==> src/verilog/cr_params.svh <==
// Offsets are byte addresses of 32-bit words; KBD_FIFO_DEPTH must be a power of two
`ifndef CR_PARAMS_SVH
`define CR_PARAMS_SVH

// ------------------------------------------------------------
// Register map, compared against core and fabric addresses
// ------------------------------------------------------------

// Digit registers, one per display position
`define CR_SEG7_0        32'h0000_0000
`define CR_SEG7_1        32'h0000_0004
`define CR_SEG7_2        32'h0000_0008
`define CR_SEG7_3        32'h0000_000C
`define CR_SEG7_4        32'h0000_0010
`define CR_SEG7_5        32'h0000_0014
// Writable control
`define CR_LED           32'h0000_0018
`define CR_KBD_SCANF_EN  32'h0000_001C
// Read-only board inputs
`define CR_BUTTON_0      32'h0000_0020
`define CR_BUTTON_1      32'h0000_0024
`define CR_SWITCH        32'h0000_0028
`define CR_JOYSTICK_X    32'h0000_002C
`define CR_JOYSTICK_Y    32'h0000_0030
// Keyboard queue status and head byte
`define CR_KBD_READY     32'h0000_0034
`define CR_KBD_DATA      32'h0000_0038

// ------------------------------------------------------------
// Sizing
// ------------------------------------------------------------

// Byte entries in the keyboard queue
`define KBD_FIFO_DEPTH   4
// Digits on the shared display bus
`define SEG7_DIGITS      6
// Clocks each digit stays lit
`define SCAN_DIV         4

`endif

==> src/verilog/cr_pkg.sv <==
// Digit register types only; bit 7 of every digit byte selects raw (1) or hex (0) decoding
`default_nettype none

package cr_pkg;

    // ------------------------------------------------------------
    // Digit register, raw view
    // ------------------------------------------------------------
    // Segment bits: seg[0] is a, seg[6] is g
    // 1 lights the segment
    typedef struct packed {
        logic       mode;
        logic [6:0] seg;
    } t_seg7_raw;

    // ------------------------------------------------------------
    // Digit register, hex view
    // ------------------------------------------------------------
    // Mode flag clear in this view
    // Spare bits ignored by the encoder
    typedef struct packed {
        logic       mode;
        logic [1:0] spare;
        logic       dp;
        logic [3:0] value;
    } t_seg7_hex;

    // One stored byte, two readings
    // Mode bit sits at the same place in both views
    typedef union packed {
        t_seg7_raw raw;
        t_seg7_hex hex;
    } t_seg7_cr;

endpackage

`default_nettype wire

==> src/verilog/kbd_if.sv <==
// Keyboard queue link; pop is a single-cycle strobe, scan enable is a level
`timescale 1ns/10ps
`default_nettype none

interface kbd_if;

    // Head byte of the queue
    logic [7:0] kbd_data;
    // Queue holds at least one byte
    logic       kbd_ready;
    // Remove head byte, ignored when empty
    logic       kbd_pop;
    // Accept bytes from the keyboard front end
    logic       kbd_scanf_en;

    // Queue end
    modport fifo_side (
        output kbd_data,
        output kbd_ready,
        input  kbd_pop,
        input  kbd_scanf_en
    );

    // Register block end
    modport cr_side (
        input  kbd_data,
        input  kbd_ready,
        output kbd_pop,
        output kbd_scanf_en
    );

endinterface

`default_nettype wire

==> src/verilog/board_io_top.sv <==
// Core port reads are one cycle latent and pop the keyboard queue; the fabric port is read-only
`timescale 1ns/10ps
`default_nettype none

`include "cr_params.svh"

module board_io_top
    import cr_pkg::*;
(
    input  logic                    Clk,
    input  logic                    rst_n,
    // Core load/store port
    input  logic [31:0]             address,
    input  logic [31:0]             data,
    input  logic                    wren,
    input  logic                    rden,
    output logic [31:0]             q,
    // Fabric read port
    input  logic [31:0]             address_b,
    output logic [31:0]             q_b,
    // Board inputs
    input  logic                    button_0,
    input  logic                    button_1,
    input  logic [9:0]              switch,
    input  logic [11:0]             joystick_x,
    input  logic [11:0]             joystick_y,
    // Assembled keyboard bytes
    input  logic [7:0]              kbd_byte,
    input  logic                    kbd_valid,
    // Board outputs
    output logic [9:0]              led,
    output logic [7:0]              seg_n,
    output logic [`SEG7_DIGITS-1:0] an_n
);

    kbd_if kbd ();

    // Digit registers after the output pipeline
    t_seg7_cr   digits      [0:`SEG7_DIGITS-1];
    // Per-digit encoded patterns
    logic [7:0] digit_seg_n [0:`SEG7_DIGITS-1];

    cr_mem u_cr_mem (
        .Clk        (Clk),
        .rst_n      (rst_n),
        .address    (address),
        .data       (data),
        .wren       (wren),
        .rden       (rden),
        .q          (q),
        .address_b  (address_b),
        .q_b        (q_b),
        .button_0   (button_0),
        .button_1   (button_1),
        .switch     (switch),
        .joystick_x (joystick_x),
        .joystick_y (joystick_y),
        .kbd        (kbd.cr_side),
        .led        (led),
        .digits     (digits)
    );

    kbd_fifo u_kbd_fifo (
        .Clk       (Clk),
        .rst_n     (rst_n),
        .kbd_byte  (kbd_byte),
        .kbd_valid (kbd_valid),
        .kbd       (kbd.fifo_side)
    );

    // One encoder per digit
    for (genvar i = 0; i < `SEG7_DIGITS; i++) begin : g_digit
        seg7_digit u_seg7_digit (
            .Clk   (Clk),
            .rst_n (rst_n),
            .cr    (digits[i]),
            .seg_n (digit_seg_n[i])
        );
    end

    seg7_scan u_seg7_scan (
        .Clk         (Clk),
        .rst_n       (rst_n),
        .digit_seg_n (digit_seg_n),
        .seg_n       (seg_n),
        .an_n        (an_n)
    );

endmodule

`default_nettype wire

==> src/verilog/cr_mem.sv <==
// Reads return zero for unmapped offsets; board inputs are up to three cycles stale when read
`timescale 1ns/10ps
`default_nettype none

`include "cr_params.svh"

module cr_mem
    import cr_pkg::*;
(
    input  logic        Clk,
    input  logic        rst_n,
    // Core load/store port
    input  logic [31:0] address,
    input  logic [31:0] data,
    input  logic        wren,
    input  logic        rden,
    output logic [31:0] q,
    // Fabric read port, always enabled
    input  logic [31:0] address_b,
    output logic [31:0] q_b,
    // Asynchronous board inputs
    input  logic        button_0,
    input  logic        button_1,
    input  logic [9:0]  switch,
    input  logic [11:0] joystick_x,
    input  logic [11:0] joystick_y,
    kbd_if.cr_side      kbd,
    // Pipelined board outputs
    output logic [9:0]  led,
    output t_seg7_cr    digits [0:`SEG7_DIGITS-1]
);

    // Writable registers
    t_seg7_cr    seg7_r [0:`SEG7_DIGITS-1];
    logic [9:0]  led_r;
    logic        scan_en_r;

    // Two-flop synchroniser, packed as button_0, button_1, switch, x, y
    logic [35:0] in_s1;
    logic [35:0] in_s2;

    // First output stage
    logic [9:0]  led_p1;
    t_seg7_cr    seg7_p1 [0:`SEG7_DIGITS-1];

    // ------------------------------------------------------------
    // Core writes
    // ------------------------------------------------------------
    always_ff @(posedge Clk) begin
        if (!rst_n) begin
            for (int i = 0; i < `SEG7_DIGITS; i++) begin
                seg7_r[i] <= '0;
            end
            led_r     <= '0;
            scan_en_r <= 1'b0;
        end else if (wren) begin
            case (address)
                `CR_SEG7_0:       seg7_r[0] <= data[7:0];
                `CR_SEG7_1:       seg7_r[1] <= data[7:0];
                `CR_SEG7_2:       seg7_r[2] <= data[7:0];
                `CR_SEG7_3:       seg7_r[3] <= data[7:0];
                `CR_SEG7_4:       seg7_r[4] <= data[7:0];
                `CR_SEG7_5:       seg7_r[5] <= data[7:0];
                `CR_LED:          led_r     <= data[9:0];
                `CR_KBD_SCANF_EN: scan_en_r <= data[0];
                // Read-only and unmapped offsets ignore writes
                default: ;
            endcase
        end
    end

    // Input sync, payload only
    always_ff @(posedge Clk) begin
        in_s1 <= {button_0, button_1, switch, joystick_x, joystick_y};
        in_s2 <= in_s1;
    end

    // ------------------------------------------------------------
    // Read decode, shared by both ports
    // ------------------------------------------------------------
    function automatic logic [31:0] read_mux(input logic [31:0] addr);
        logic [31:0] rd;
        rd = 32'b0;
        case (addr)
            `CR_SEG7_0:       rd = {24'b0, seg7_r[0]};
            `CR_SEG7_1:       rd = {24'b0, seg7_r[1]};
            `CR_SEG7_2:       rd = {24'b0, seg7_r[2]};
            `CR_SEG7_3:       rd = {24'b0, seg7_r[3]};
            `CR_SEG7_4:       rd = {24'b0, seg7_r[4]};
            `CR_SEG7_5:       rd = {24'b0, seg7_r[5]};
            `CR_LED:          rd = {22'b0, led_r};
            `CR_KBD_SCANF_EN: rd = {31'b0, scan_en_r};
            // Synchronised inputs
            `CR_BUTTON_0:     rd = {31'b0, in_s2[35]};
            `CR_BUTTON_1:     rd = {31'b0, in_s2[34]};
            `CR_SWITCH:       rd = {22'b0, in_s2[33:24]};
            `CR_JOYSTICK_X:   rd = {20'b0, in_s2[23:12]};
            `CR_JOYSTICK_Y:   rd = {20'b0, in_s2[11:0]};
            // Live queue state, head byte taken as it is popped
            `CR_KBD_READY:    rd = {31'b0, kbd.kbd_ready};
            `CR_KBD_DATA:     rd = {24'b0, kbd.kbd_data};
            default:          rd = 32'b0;
        endcase
        return rd;
    endfunction

    // One-cycle read latency on both ports
    always_ff @(posedge Clk) begin
        if (!rst_n) begin
            q   <= '0;
            q_b <= '0;
        end else begin
            q   <= rden ? read_mux(address) : 32'b0;
            q_b <= read_mux(address_b);
        end
    end

    // Core read of the data register pops the head
    // Fabric reads never pop
    assign kbd.kbd_pop      = rden && (address == `CR_KBD_DATA);
    assign kbd.kbd_scanf_en = scan_en_r;

    // ------------------------------------------------------------
    // Output pipeline, two stages after the register
    // ------------------------------------------------------------
    always_ff @(posedge Clk) begin
        if (!rst_n) begin
            led_p1 <= '0;
            led    <= '0;
            for (int i = 0; i < `SEG7_DIGITS; i++) begin
                seg7_p1[i] <= '0;
                digits[i]  <= '0;
            end
        end else begin
            led_p1 <= led_r;
            led    <= led_p1;
            for (int i = 0; i < `SEG7_DIGITS; i++) begin
                seg7_p1[i] <= seg7_r[i];
                digits[i]  <= seg7_p1[i];
            end
        end
    end

endmodule

`default_nettype wire

==> src/verilog/kbd_fifo.sv <==
// Bytes arriving while full or with scan disabled are dropped; head byte is undefined when empty
`timescale 1ns/10ps
`default_nettype none

`include "cr_params.svh"

module kbd_fifo (
    input  logic       Clk,
    input  logic       rst_n,
    // Assembled bytes from the keyboard front end
    input  logic [7:0] kbd_byte,
    input  logic       kbd_valid,
    kbd_if.fifo_side   kbd
);

    localparam int DEPTH = `KBD_FIFO_DEPTH;
    localparam int PTR_W = $clog2(DEPTH);
    localparam logic [PTR_W:0] FULL = (PTR_W+1)'(DEPTH);

    // Byte storage
    logic [7:0]       mem [0:DEPTH-1];
    logic [PTR_W-1:0] wr_ptr;
    logic [PTR_W-1:0] rd_ptr;
    // One bit wider than the pointers to tell full from empty
    logic [PTR_W:0]   count;
    logic             push;
    logic             pop;

    // Gated push, back-pressure by dropping
    assign push = kbd_valid && kbd.kbd_scanf_en && (count != FULL);
    assign pop  = kbd.kbd_pop && (count != '0);

    always_ff @(posedge Clk) begin
        if (push) begin
            mem[wr_ptr] <= kbd_byte;
        end
    end

    // Pointers wrap on their own, depth is a power of two
    always_ff @(posedge Clk) begin
        if (!rst_n) begin
            wr_ptr <= '0;
            rd_ptr <= '0;
            count  <= '0;
        end else begin
            if (push) begin
                wr_ptr <= wr_ptr + 1'b1;
            end
            if (pop) begin
                rd_ptr <= rd_ptr + 1'b1;
            end
            case ({push, pop})
                2'b10:   count <= count + 1'b1;
                2'b01:   count <= count - 1'b1;
                // Both or neither, level unchanged
                default: count <= count;
            endcase
        end
    end

    // Head byte and ready level straight from the state
    assign kbd.kbd_data  = mem[rd_ptr];
    assign kbd.kbd_ready = (count != '0);

endmodule

`default_nettype wire

==> src/verilog/seg7_digit.sv <==
// Output is active low as {dp, g..a} and lags the digit register by one cycle
`timescale 1ns/10ps
`default_nettype none

module seg7_digit
    import cr_pkg::*;
(
    input  logic       Clk,
    input  logic       rst_n,
    input  t_seg7_cr   cr,
    output logic [7:0] seg_n
);

    // Hex font, active high, bit 0 is segment a
    function automatic logic [6:0] hex_font(input logic [3:0] value);
        logic [6:0] seg;
        case (value)
            4'h0:    seg = 7'h3F;
            4'h1:    seg = 7'h06;
            4'h2:    seg = 7'h5B;
            4'h3:    seg = 7'h4F;
            4'h4:    seg = 7'h66;
            4'h5:    seg = 7'h6D;
            4'h6:    seg = 7'h7D;
            4'h7:    seg = 7'h07;
            4'h8:    seg = 7'h7F;
            4'h9:    seg = 7'h6F;
            4'hA:    seg = 7'h77;
            // Lower case b and d keep them apart from 8 and 0
            4'hB:    seg = 7'h7C;
            4'hC:    seg = 7'h39;
            4'hD:    seg = 7'h5E;
            4'hE:    seg = 7'h79;
            default: seg = 7'h71;
        endcase
        return seg;
    endfunction

    // Dark after reset
    always_ff @(posedge Clk) begin
        if (!rst_n) begin
            seg_n <= '1;
        end else if (cr.raw.mode) begin
            // Raw view, point stays dark
            seg_n <= {1'b1, ~cr.raw.seg};
        end else begin
            // Hex view with decimal point
            seg_n <= {~cr.hex.dp, ~hex_font(cr.hex.value)};
        end
    end

endmodule

`default_nettype wire

==> src/verilog/seg7_scan.sv <==
// Needs SEG7_DIGITS of at least two; one digit is lit for SCAN_DIV clocks, digit 0 first
`timescale 1ns/10ps
`default_nettype none

`include "cr_params.svh"

module seg7_scan (
    input  logic                    Clk,
    input  logic                    rst_n,
    // Encoded patterns, one per digit
    input  logic [7:0]              digit_seg_n [0:`SEG7_DIGITS-1],
    // Shared active-low display bus
    output logic [7:0]              seg_n,
    output logic [`SEG7_DIGITS-1:0] an_n
);

    localparam int N     = `SEG7_DIGITS;
    localparam int DIV_W = (`SCAN_DIV > 1) ? $clog2(`SCAN_DIV) : 1;
    localparam int IDX_W = $clog2(N);
    localparam logic [DIV_W-1:0] DIV_LAST = DIV_W'(`SCAN_DIV - 1);
    localparam logic [IDX_W-1:0] IDX_LAST = IDX_W'(N - 1);

    // Dwell counter and current digit
    logic [DIV_W-1:0] div_cnt;
    logic [IDX_W-1:0] idx;

    // ------------------------------------------------------------
    // Digit sequencing
    // ------------------------------------------------------------
    always_ff @(posedge Clk) begin
        if (!rst_n) begin
            div_cnt <= '0;
            idx     <= '0;
        end else if (div_cnt == DIV_LAST) begin
            div_cnt <= '0;
            // Wrap after the last digit
            idx     <= (idx == IDX_LAST) ? '0 : idx + 1'b1;
        end else begin
            div_cnt <= div_cnt + 1'b1;
        end
    end

    // Anode and segments registered together so they never disagree
    always_ff @(posedge Clk) begin
        if (!rst_n) begin
            seg_n <= '1;
            an_n  <= '1;
        end else begin
            seg_n <= digit_seg_n[idx];
            an_n  <= ~(N'(1) << idx);
        end
    end

endmodule

`default_nettype wire
==> config.mk <==
export PLATFORM = sky130hd
export DESIGN_NAME = board_io_top
export DESIGN_NICKNAME = d
export VERILOG_FILES = /design/src/verilog/cr_pkg.sv /design/src/verilog/kbd_if.sv /design/src/verilog/board_io_top.sv /design/src/verilog/cr_mem.sv /design/src/verilog/kbd_fifo.sv /design/src/verilog/seg7_digit.sv /design/src/verilog/seg7_scan.sv
export VERILOG_INCLUDE_DIRS = /design/src /design/src/verilog
export SDC_FILE = /design/constraint.sdc
export NUM_CORES = 1
export LEC_CHECK = 0
export CAP_MARGIN = 20
export CORE_MARGIN = 5
export CORE_UTILIZATION = 30
export CTS_CLUSTER_SIZE = 16
export DETAILED_ROUTE_END_ITERATION = 6
export DONT_BUFFER_PORTS = 1
export SLEW_MARGIN = 20
export SYNTH_ARGS = -nofsm -noshare
export SYNTH_HDL_FRONTEND = slang
export SYNTH_SLANG_ARGS = --single-unit
export TNS_END_PERCENT = 5
==> constraint.sdc <==
create_clock -name Clk -period 4.6 [get_ports Clk]
set_clock_uncertainty 0.1 [all_clocks]
set_input_delay 0.69 -clock Clk [delete_from_list [all_inputs] [get_ports Clk]]
set_output_delay 0.69 -clock Clk [all_outputs]
set_load 0.02 [all_outputs]
==> impl_table.tex <==
\begin{tabular}{lr}
\hline
Metric & Value \\
\hline
\multicolumn{2}{l}{\textbf{Setup path}} \\
\quad CP peak stage delay & 0.49 ns \\
\quad Required time of the critical path & 4.97 ns \\
\quad Critical path arrival & 3.18 ns \\
\quad Depth of the worst register-to-register path & 5 \\
\quad Ordered list of cells on the worst path & nor4\_1 -> nand4\_1 -> nor4\_4 -> ha\_1 -> inv\_1 -> fa\_1 -> xor2\_1 -> or3\_1 -> a21boi\_0 \\
\quad Setup CP Type & in2reg \\
\quad Slowest cell on the critical path & sky130\_fd\_sc\_hd\_\_nor4\_4 \\
\quad Top fanout value on the critical path & 5 \\
\quad Category of the worst setup path capture point & register \\
\quad Startpoint class of the critical path & input pin \\
\multicolumn{2}{l}{\textbf{Floorplanning}} \\
\quad Row cnt & 82 \\
\quad Horiz. Die Dim & 235 microns \\
\quad I/O pins & 233 \\
\quad Die Outline Area & 0.0551 sq mm \\
\quad Vertical extent of the die & 235 microns \\
\quad Starting density of the core & 30.3\% \\
\quad Core region area & 0.0501 sq mm \\
\multicolumn{2}{l}{\textbf{Clocking}} \\
\quad Number of buffers on the longest clock path & 3 \\
\quad Number of sinks driven by the clock tree & 379 \\
\quad Postcts setup bufs & 0 \\
\quad CTS tree & built \\
\quad \# H-tree levels & 2 \\
\quad Number of buffers added by the clock tree synthesis step & 41 \\
\quad Worst-path clk slew & 0.06 ns \\
\quad Cell at the root of the clock tree & sky130\_fd\_sc\_hd\_\_clkbuf\_16 \\
\quad Hold Buf Count CTS & 0 \\
\quad Resize count post-CTS & 0 \\
\quad Clk\_lat worst skew & 0.56 ns \\
\multicolumn{2}{l}{\textbf{Global routing}} \\
\quad Via count of the first global-routing pass & 9671 \\
\quad Wire length of the first global-routing pass & 59600 microns \\
\quad GRT Resource Usage Total & 13.7\% \\
\quad Initial antenna violation count & 0 \\
\quad Maximum number of pins on one net before global-route repair & 211 \\
\quad Grt ovf & 0 \\
\multicolumn{2}{l}{\textbf{Synthesis}} \\
\quad Number of flops mapped to enable cells by yosys & 80 \\
\quad Synth async-reset ratio & 0\% \\
\quad Gate Count Post-Synth & 1390 \\
\quad Primary FF master, synth & sky130\_fd\_sc\_hd\_\_dfxtp\_1 \\
\quad Synth warnings & 0 \\
\quad Sequential element share of the synthesized area & 55.4\% \\
\quad Synth Cell Area & 0.0151 sq mm \\
\quad Post-synthesis average cell area & 10.9 sq um \\
\quad Number of synthesized register bits & 379 \\
\quad Synth cell types & 66 \\
\multicolumn{2}{l}{\textbf{Run status}} \\
\quad Run status & finished clean \\
\multicolumn{2}{l}{\textbf{Timing}} \\
\quad Period utilisation layout & 61.2\% \\
\quad Fin crit period & 2.82 ns \\
\quad RSZ-0062 raised after global routing & no \\
\quad Slew HR & 28.9\% \\
\quad Setup violators final & 0 \\
\quad Final Max Slew Viols & 0 \\
\quad Highest attainable clock frequency & 0.355 GHz \\
\quad Post-Route Hold Slack & 0.0606 ns \\
\quad Slew of the pin with the lowest slew margin & 1.05 ns \\
\quad Hold violation total from the final report & 0 \\
\quad Final TNS setup & 0 ns \\
\multicolumn{2}{l}{\textbf{Final layout}} \\
\quad Antenna fix cells & 0 \\
\quad Nets@finish & 1549 \\
\quad Synth-to-layout area growth & 12.5\% \\
\quad Share of layout cells above drive strength 1 & 9.23\% \\
\multicolumn{2}{l}{\textbf{Detailed routing}} \\
\quad Highest metal used & met4 \\
\quad Antenna viol nets, final & 0 \\
\quad Post-detailed-route wirelength per cell & 19.0 microns \\
\quad M1 wire length & 16100 microns \\
\quad First drt pass iteration count & 6 \\
\quad 1st-iter DRT viols & 786 \\
\quad Total met3 wirelength after detailed routing & 3520 microns \\
\quad Via density per instance & 4.79 \\
\quad Remaining design rule violation count & 0 \\
\quad Number of vias in the routed layout & 9905 \\
\quad Routed WL & 39400 microns \\
\quad Routed wire length on met2 & 18300 microns \\
\multicolumn{2}{l}{\textbf{Power and ir drop}} \\
\quad VDD IR-drop max & 0.432 mV \\
\quad Total power density per cell area & 427 mW/mm\^{}2 \\
\quad Leakage power & 6.26 nW \\
\multicolumn{2}{l}{\textbf{Place}} \\
\quad Port Buf Inserts & 0 \\
\quad Final HPWL DP & 29400 microns \\
\quad Final RePlAce weighted congestion & 0.939 \\
\multicolumn{2}{l}{\textbf{Worst hold path}} \\
\quad Min-delay worst type & in2reg \\
\quad Depth of the worst hold-timing path & 0 \\
\multicolumn{2}{l}{\textbf{Job}} \\
\quad Number of max-cap violations & 0 \\
\hline
\end{tabular}
## path summary, 6_finish.rpt
check | slack [ns] | to | from
setup / recovery | 1.78 | u_kbd_fifo.count[2] | address[9]
hold / removal | 0.06 | u_cr_mem.in_s1[22] | joystick_x[10]
hold reg to reg | 0.22 | u_cr_mem.in_s2[16] | u_cr_mem.in_s1[16]
setup reg to reg | 2.13 | u_cr_mem.q[3] | register
## Yosys cell counts, types with 3 or more instances
cell	instances	area share (%)
sky130_fd_sc_hd__nand3b_1	12	0.59
sky130_fd_sc_hd__o311ai_0	12	0.69
sky130_fd_sc_hd__o221ai_1	6	0.35
sky130_fd_sc_hd__dfxtp_1	299	40
sky130_fd_sc_hd__nor2_1	58	1.4
sky130_fd_sc_hd__a22oi_1	11	0.55
sky130_fd_sc_hd__nand2b_1	9	0.37
sky130_fd_sc_hd__a222oi_1	8	0.53
sky130_fd_sc_hd__a32oi_1	7	0.40
sky130_fd_sc_hd__a2111oi_0	3	0.17
sky130_fd_sc_hd__nand3_1	28	0.93
sky130_fd_sc_hd__mux2_2	15	1.1
sky130_fd_sc_hd__a31oi_1	11	0.45
sky130_fd_sc_hd__xnor2_1	3	0.17
sky130_fd_sc_hd__clkbuf_1	48	1.2
sky130_fd_sc_hd__buf_1	9	0.22
sky130_fd_sc_hd__buf_4	40	2.0
sky130_fd_sc_hd__and2_1	175	7.2
sky130_fd_sc_hd__buf_2	20	0.66
sky130_fd_sc_hd__inv_1	38	0.94
sky130_fd_sc_hd__o21ai_0	54	1.8
sky130_fd_sc_hd__edfxtp_1	80	16
sky130_fd_sc_hd__mux2i_1	58	3.8
sky130_fd_sc_hd__a311oi_1	7	0.40
sky130_fd_sc_hd__nand4_1	10	0.41
sky130_fd_sc_hd__a21oi_1	59	1.9
sky130_fd_sc_hd__xor2_1	3	0.17
sky130_fd_sc_hd__nor4b_1	3	0.17
sky130_fd_sc_hd__nor3_1	10	0.33
sky130_fd_sc_hd__mux4_2	19	2.8
sky130_fd_sc_hd__a221o_1	4	0.26
sky130_fd_sc_hd__nor2b_1	16	0.66
sky130_fd_sc_hd__or3_1	4	0.17
sky130_fd_sc_hd__o31ai_1	7	0.35
sky130_fd_sc_hd__ha_1	37	3.1
sky130_fd_sc_hd__a22o_1	12	0.69
sky130_fd_sc_hd__and3_1	3	0.12
sky130_fd_sc_hd__nor4_1	18	0.74
sky130_fd_sc_hd__nor4b_2	3	0.30
sky130_fd_sc_hd__nor3_2	5	0.33
sky130_fd_sc_hd__nand2_1	115	2.9
sky130_fd_sc_hd__a221oi_1	9	0.52
sky130_fd_sc_hd__a211oi_1	14	0.69
## registers in the layout, indices dropped and copies added, names as in the netlist, 6 cells and up, named ones only
name                        count
u_seg7_scan.seg_n               8
u_cr_mem.led_p1                10
u_cr_mem.in_s2                 36
u_cr_mem.seg7_p1               48
u_cr_mem.q_b                   12
u_seg7_scan.an_n                6
g_digit.u_seg7_digit.seg_n     48
u_kbd_fifo.mem                 32
u_cr_mem.led                   10
u_cr_mem.in_s1                 36
u_cr_mem.q                     12
u_cr_mem.digits                48
u_cr_mem.seg7_r                48
u_cr_mem.led_r                 10
## power breakdown
part	total [mW]	internal (mW)	switching [mW]
Clock	3.35	2.06	1.29
Combinational	0.293	0.134	0.158
Sequential	3.64	3.53	0.111
## cell type report
class,instances,area (sq um)
Fill cell,5062,33000
Sequential cell,379,8390
Multi-Input combinational cell,894,6160
Clock buffer,64,1300
Tap cell,672,841
Inverter,38,143
Clock inverter,11,121
Timing Repair Buffer,12,90.1
## logic make-up (layout without fill, tap and decap cells)
logic type / after synthesis / after routing / share of synthesized area, %
AO/OA/AOI/OAI: 234 / 234 / 10.3
XOR/XNOR: 6 / 6 / 0.347
adder cells (fa/ha/maj): 38 / 38 / 3.19
buffers and inverters: 156 / 125 / 5.07
flip-flops: 379 / 379 / 55.4
multiplexers: 92 / 92 / 7.77
other: 1 / 40 / 0.0248
AND/OR/NAND/NOR: 484 / 484 / 17.9
## cells in the final DEF (no fill, tap or decap), types with 5 or more instances in the layout
| cell type | Yosys | routed |
|---|---|---|
| sky130_fd_sc_hd__mux2i_1 | 58 | 58 |
| sky130_fd_sc_hd__edfxtp_1 | 80 | 80 |
| sky130_fd_sc_hd__mux2_2 | 15 | 15 |
| sky130_fd_sc_hd__o21ai_0 | 54 | 54 |
| sky130_fd_sc_hd__nor4_1 | 18 | 17 |
| sky130_fd_sc_hd__dfxtp_1 | 299 | 299 |
| sky130_fd_sc_hd__nand3_1 | 28 | 28 |
| sky130_fd_sc_hd__a211oi_1 | 14 | 14 |
| sky130_fd_sc_hd__nand2_1 | 115 | 115 |
| sky130_fd_sc_hd__o311ai_0 | 12 | 12 |
| sky130_fd_sc_hd__a21oi_1 | 59 | 59 |
| sky130_fd_sc_hd__nand3b_1 | 12 | 12 |
| sky130_fd_sc_hd__a32oi_1 | 7 | 7 |
| sky130_fd_sc_hd__o31ai_1 | 7 | 7 |
| sky130_fd_sc_hd__clkbuf_1 | 48 | 9 |
| sky130_fd_sc_hd__clkbuf_8 | 0 | 10 |
| sky130_fd_sc_hd__ha_1 | 37 | 37 |
| sky130_fd_sc_hd__a222oi_1 | 8 | 8 |
| sky130_fd_sc_hd__nand4_1 | 10 | 10 |
| sky130_fd_sc_hd__nand2b_1 | 9 | 9 |
| sky130_fd_sc_hd__nor2b_1 | 16 | 16 |
| sky130_fd_sc_hd__mux4_2 | 19 | 19 |
| sky130_fd_sc_hd__buf_4 | 40 | 12 |
| sky130_fd_sc_hd__a221oi_1 | 9 | 9 |
| sky130_fd_sc_hd__a22oi_1 | 11 | 11 |
| sky130_fd_sc_hd__nor3_2 | 5 | 5 |
| sky130_fd_sc_hd__conb_1 | 1 | 40 |
| sky130_fd_sc_hd__nor2_1 | 58 | 58 |
| sky130_fd_sc_hd__nor3_1 | 10 | 10 |
| sky130_fd_sc_hd__inv_1 | 38 | 38 |
| sky130_fd_sc_hd__and2_1 | 175 | 175 |
| sky130_fd_sc_hd__clkbuf_16 | 0 | 45 |
| sky130_fd_sc_hd__a31oi_1 | 11 | 11 |
| sky130_fd_sc_hd__a311oi_1 | 7 | 7 |
| sky130_fd_sc_hd__o221ai_1 | 6 | 6 |
| sky130_fd_sc_hd__a22o_1 | 12 | 12 |
## routing by layer
layer	track usage, %	up-vias
met5	0	-
met3	4.96	83
li1	-	4800
met2	22.4	368
met4	5.03	0
met1	16.8	4654
## stage by stage
stage | util [%] | power (mW) | cell area (sq um) | setup WS (ns) | std cells
final | 34.0 | 7.28 | 17000 | 1.78 | 2070
after global routing | 34.0 | 7.55 | 17000 | 1.56 | 2070
after CTS | 34.0 | 7.38 | 17000 | 1.76 | 2070
after detailed placement | 31.2 | 4.01 | 15600 | 1.19 | 1995
after global placement | 31.2 | 4.00 | 15600 | 1.21 | 1995
after floorplan | - | 3.96 | 15300 | 1.66 | 1429
## critical path, delay by kind of cell
family / cells / cell delay (ns)
xor gates and xnor gates: 1 / 0.15
adders and majority gates: 2 / 0.61
buffers and inverters: 1 / 0.06
and+or+nand+nor: 4 / 1.48
AOI/OAI and AO/OA: 1 / 0.17
Power figures use the tool's default switching activity.
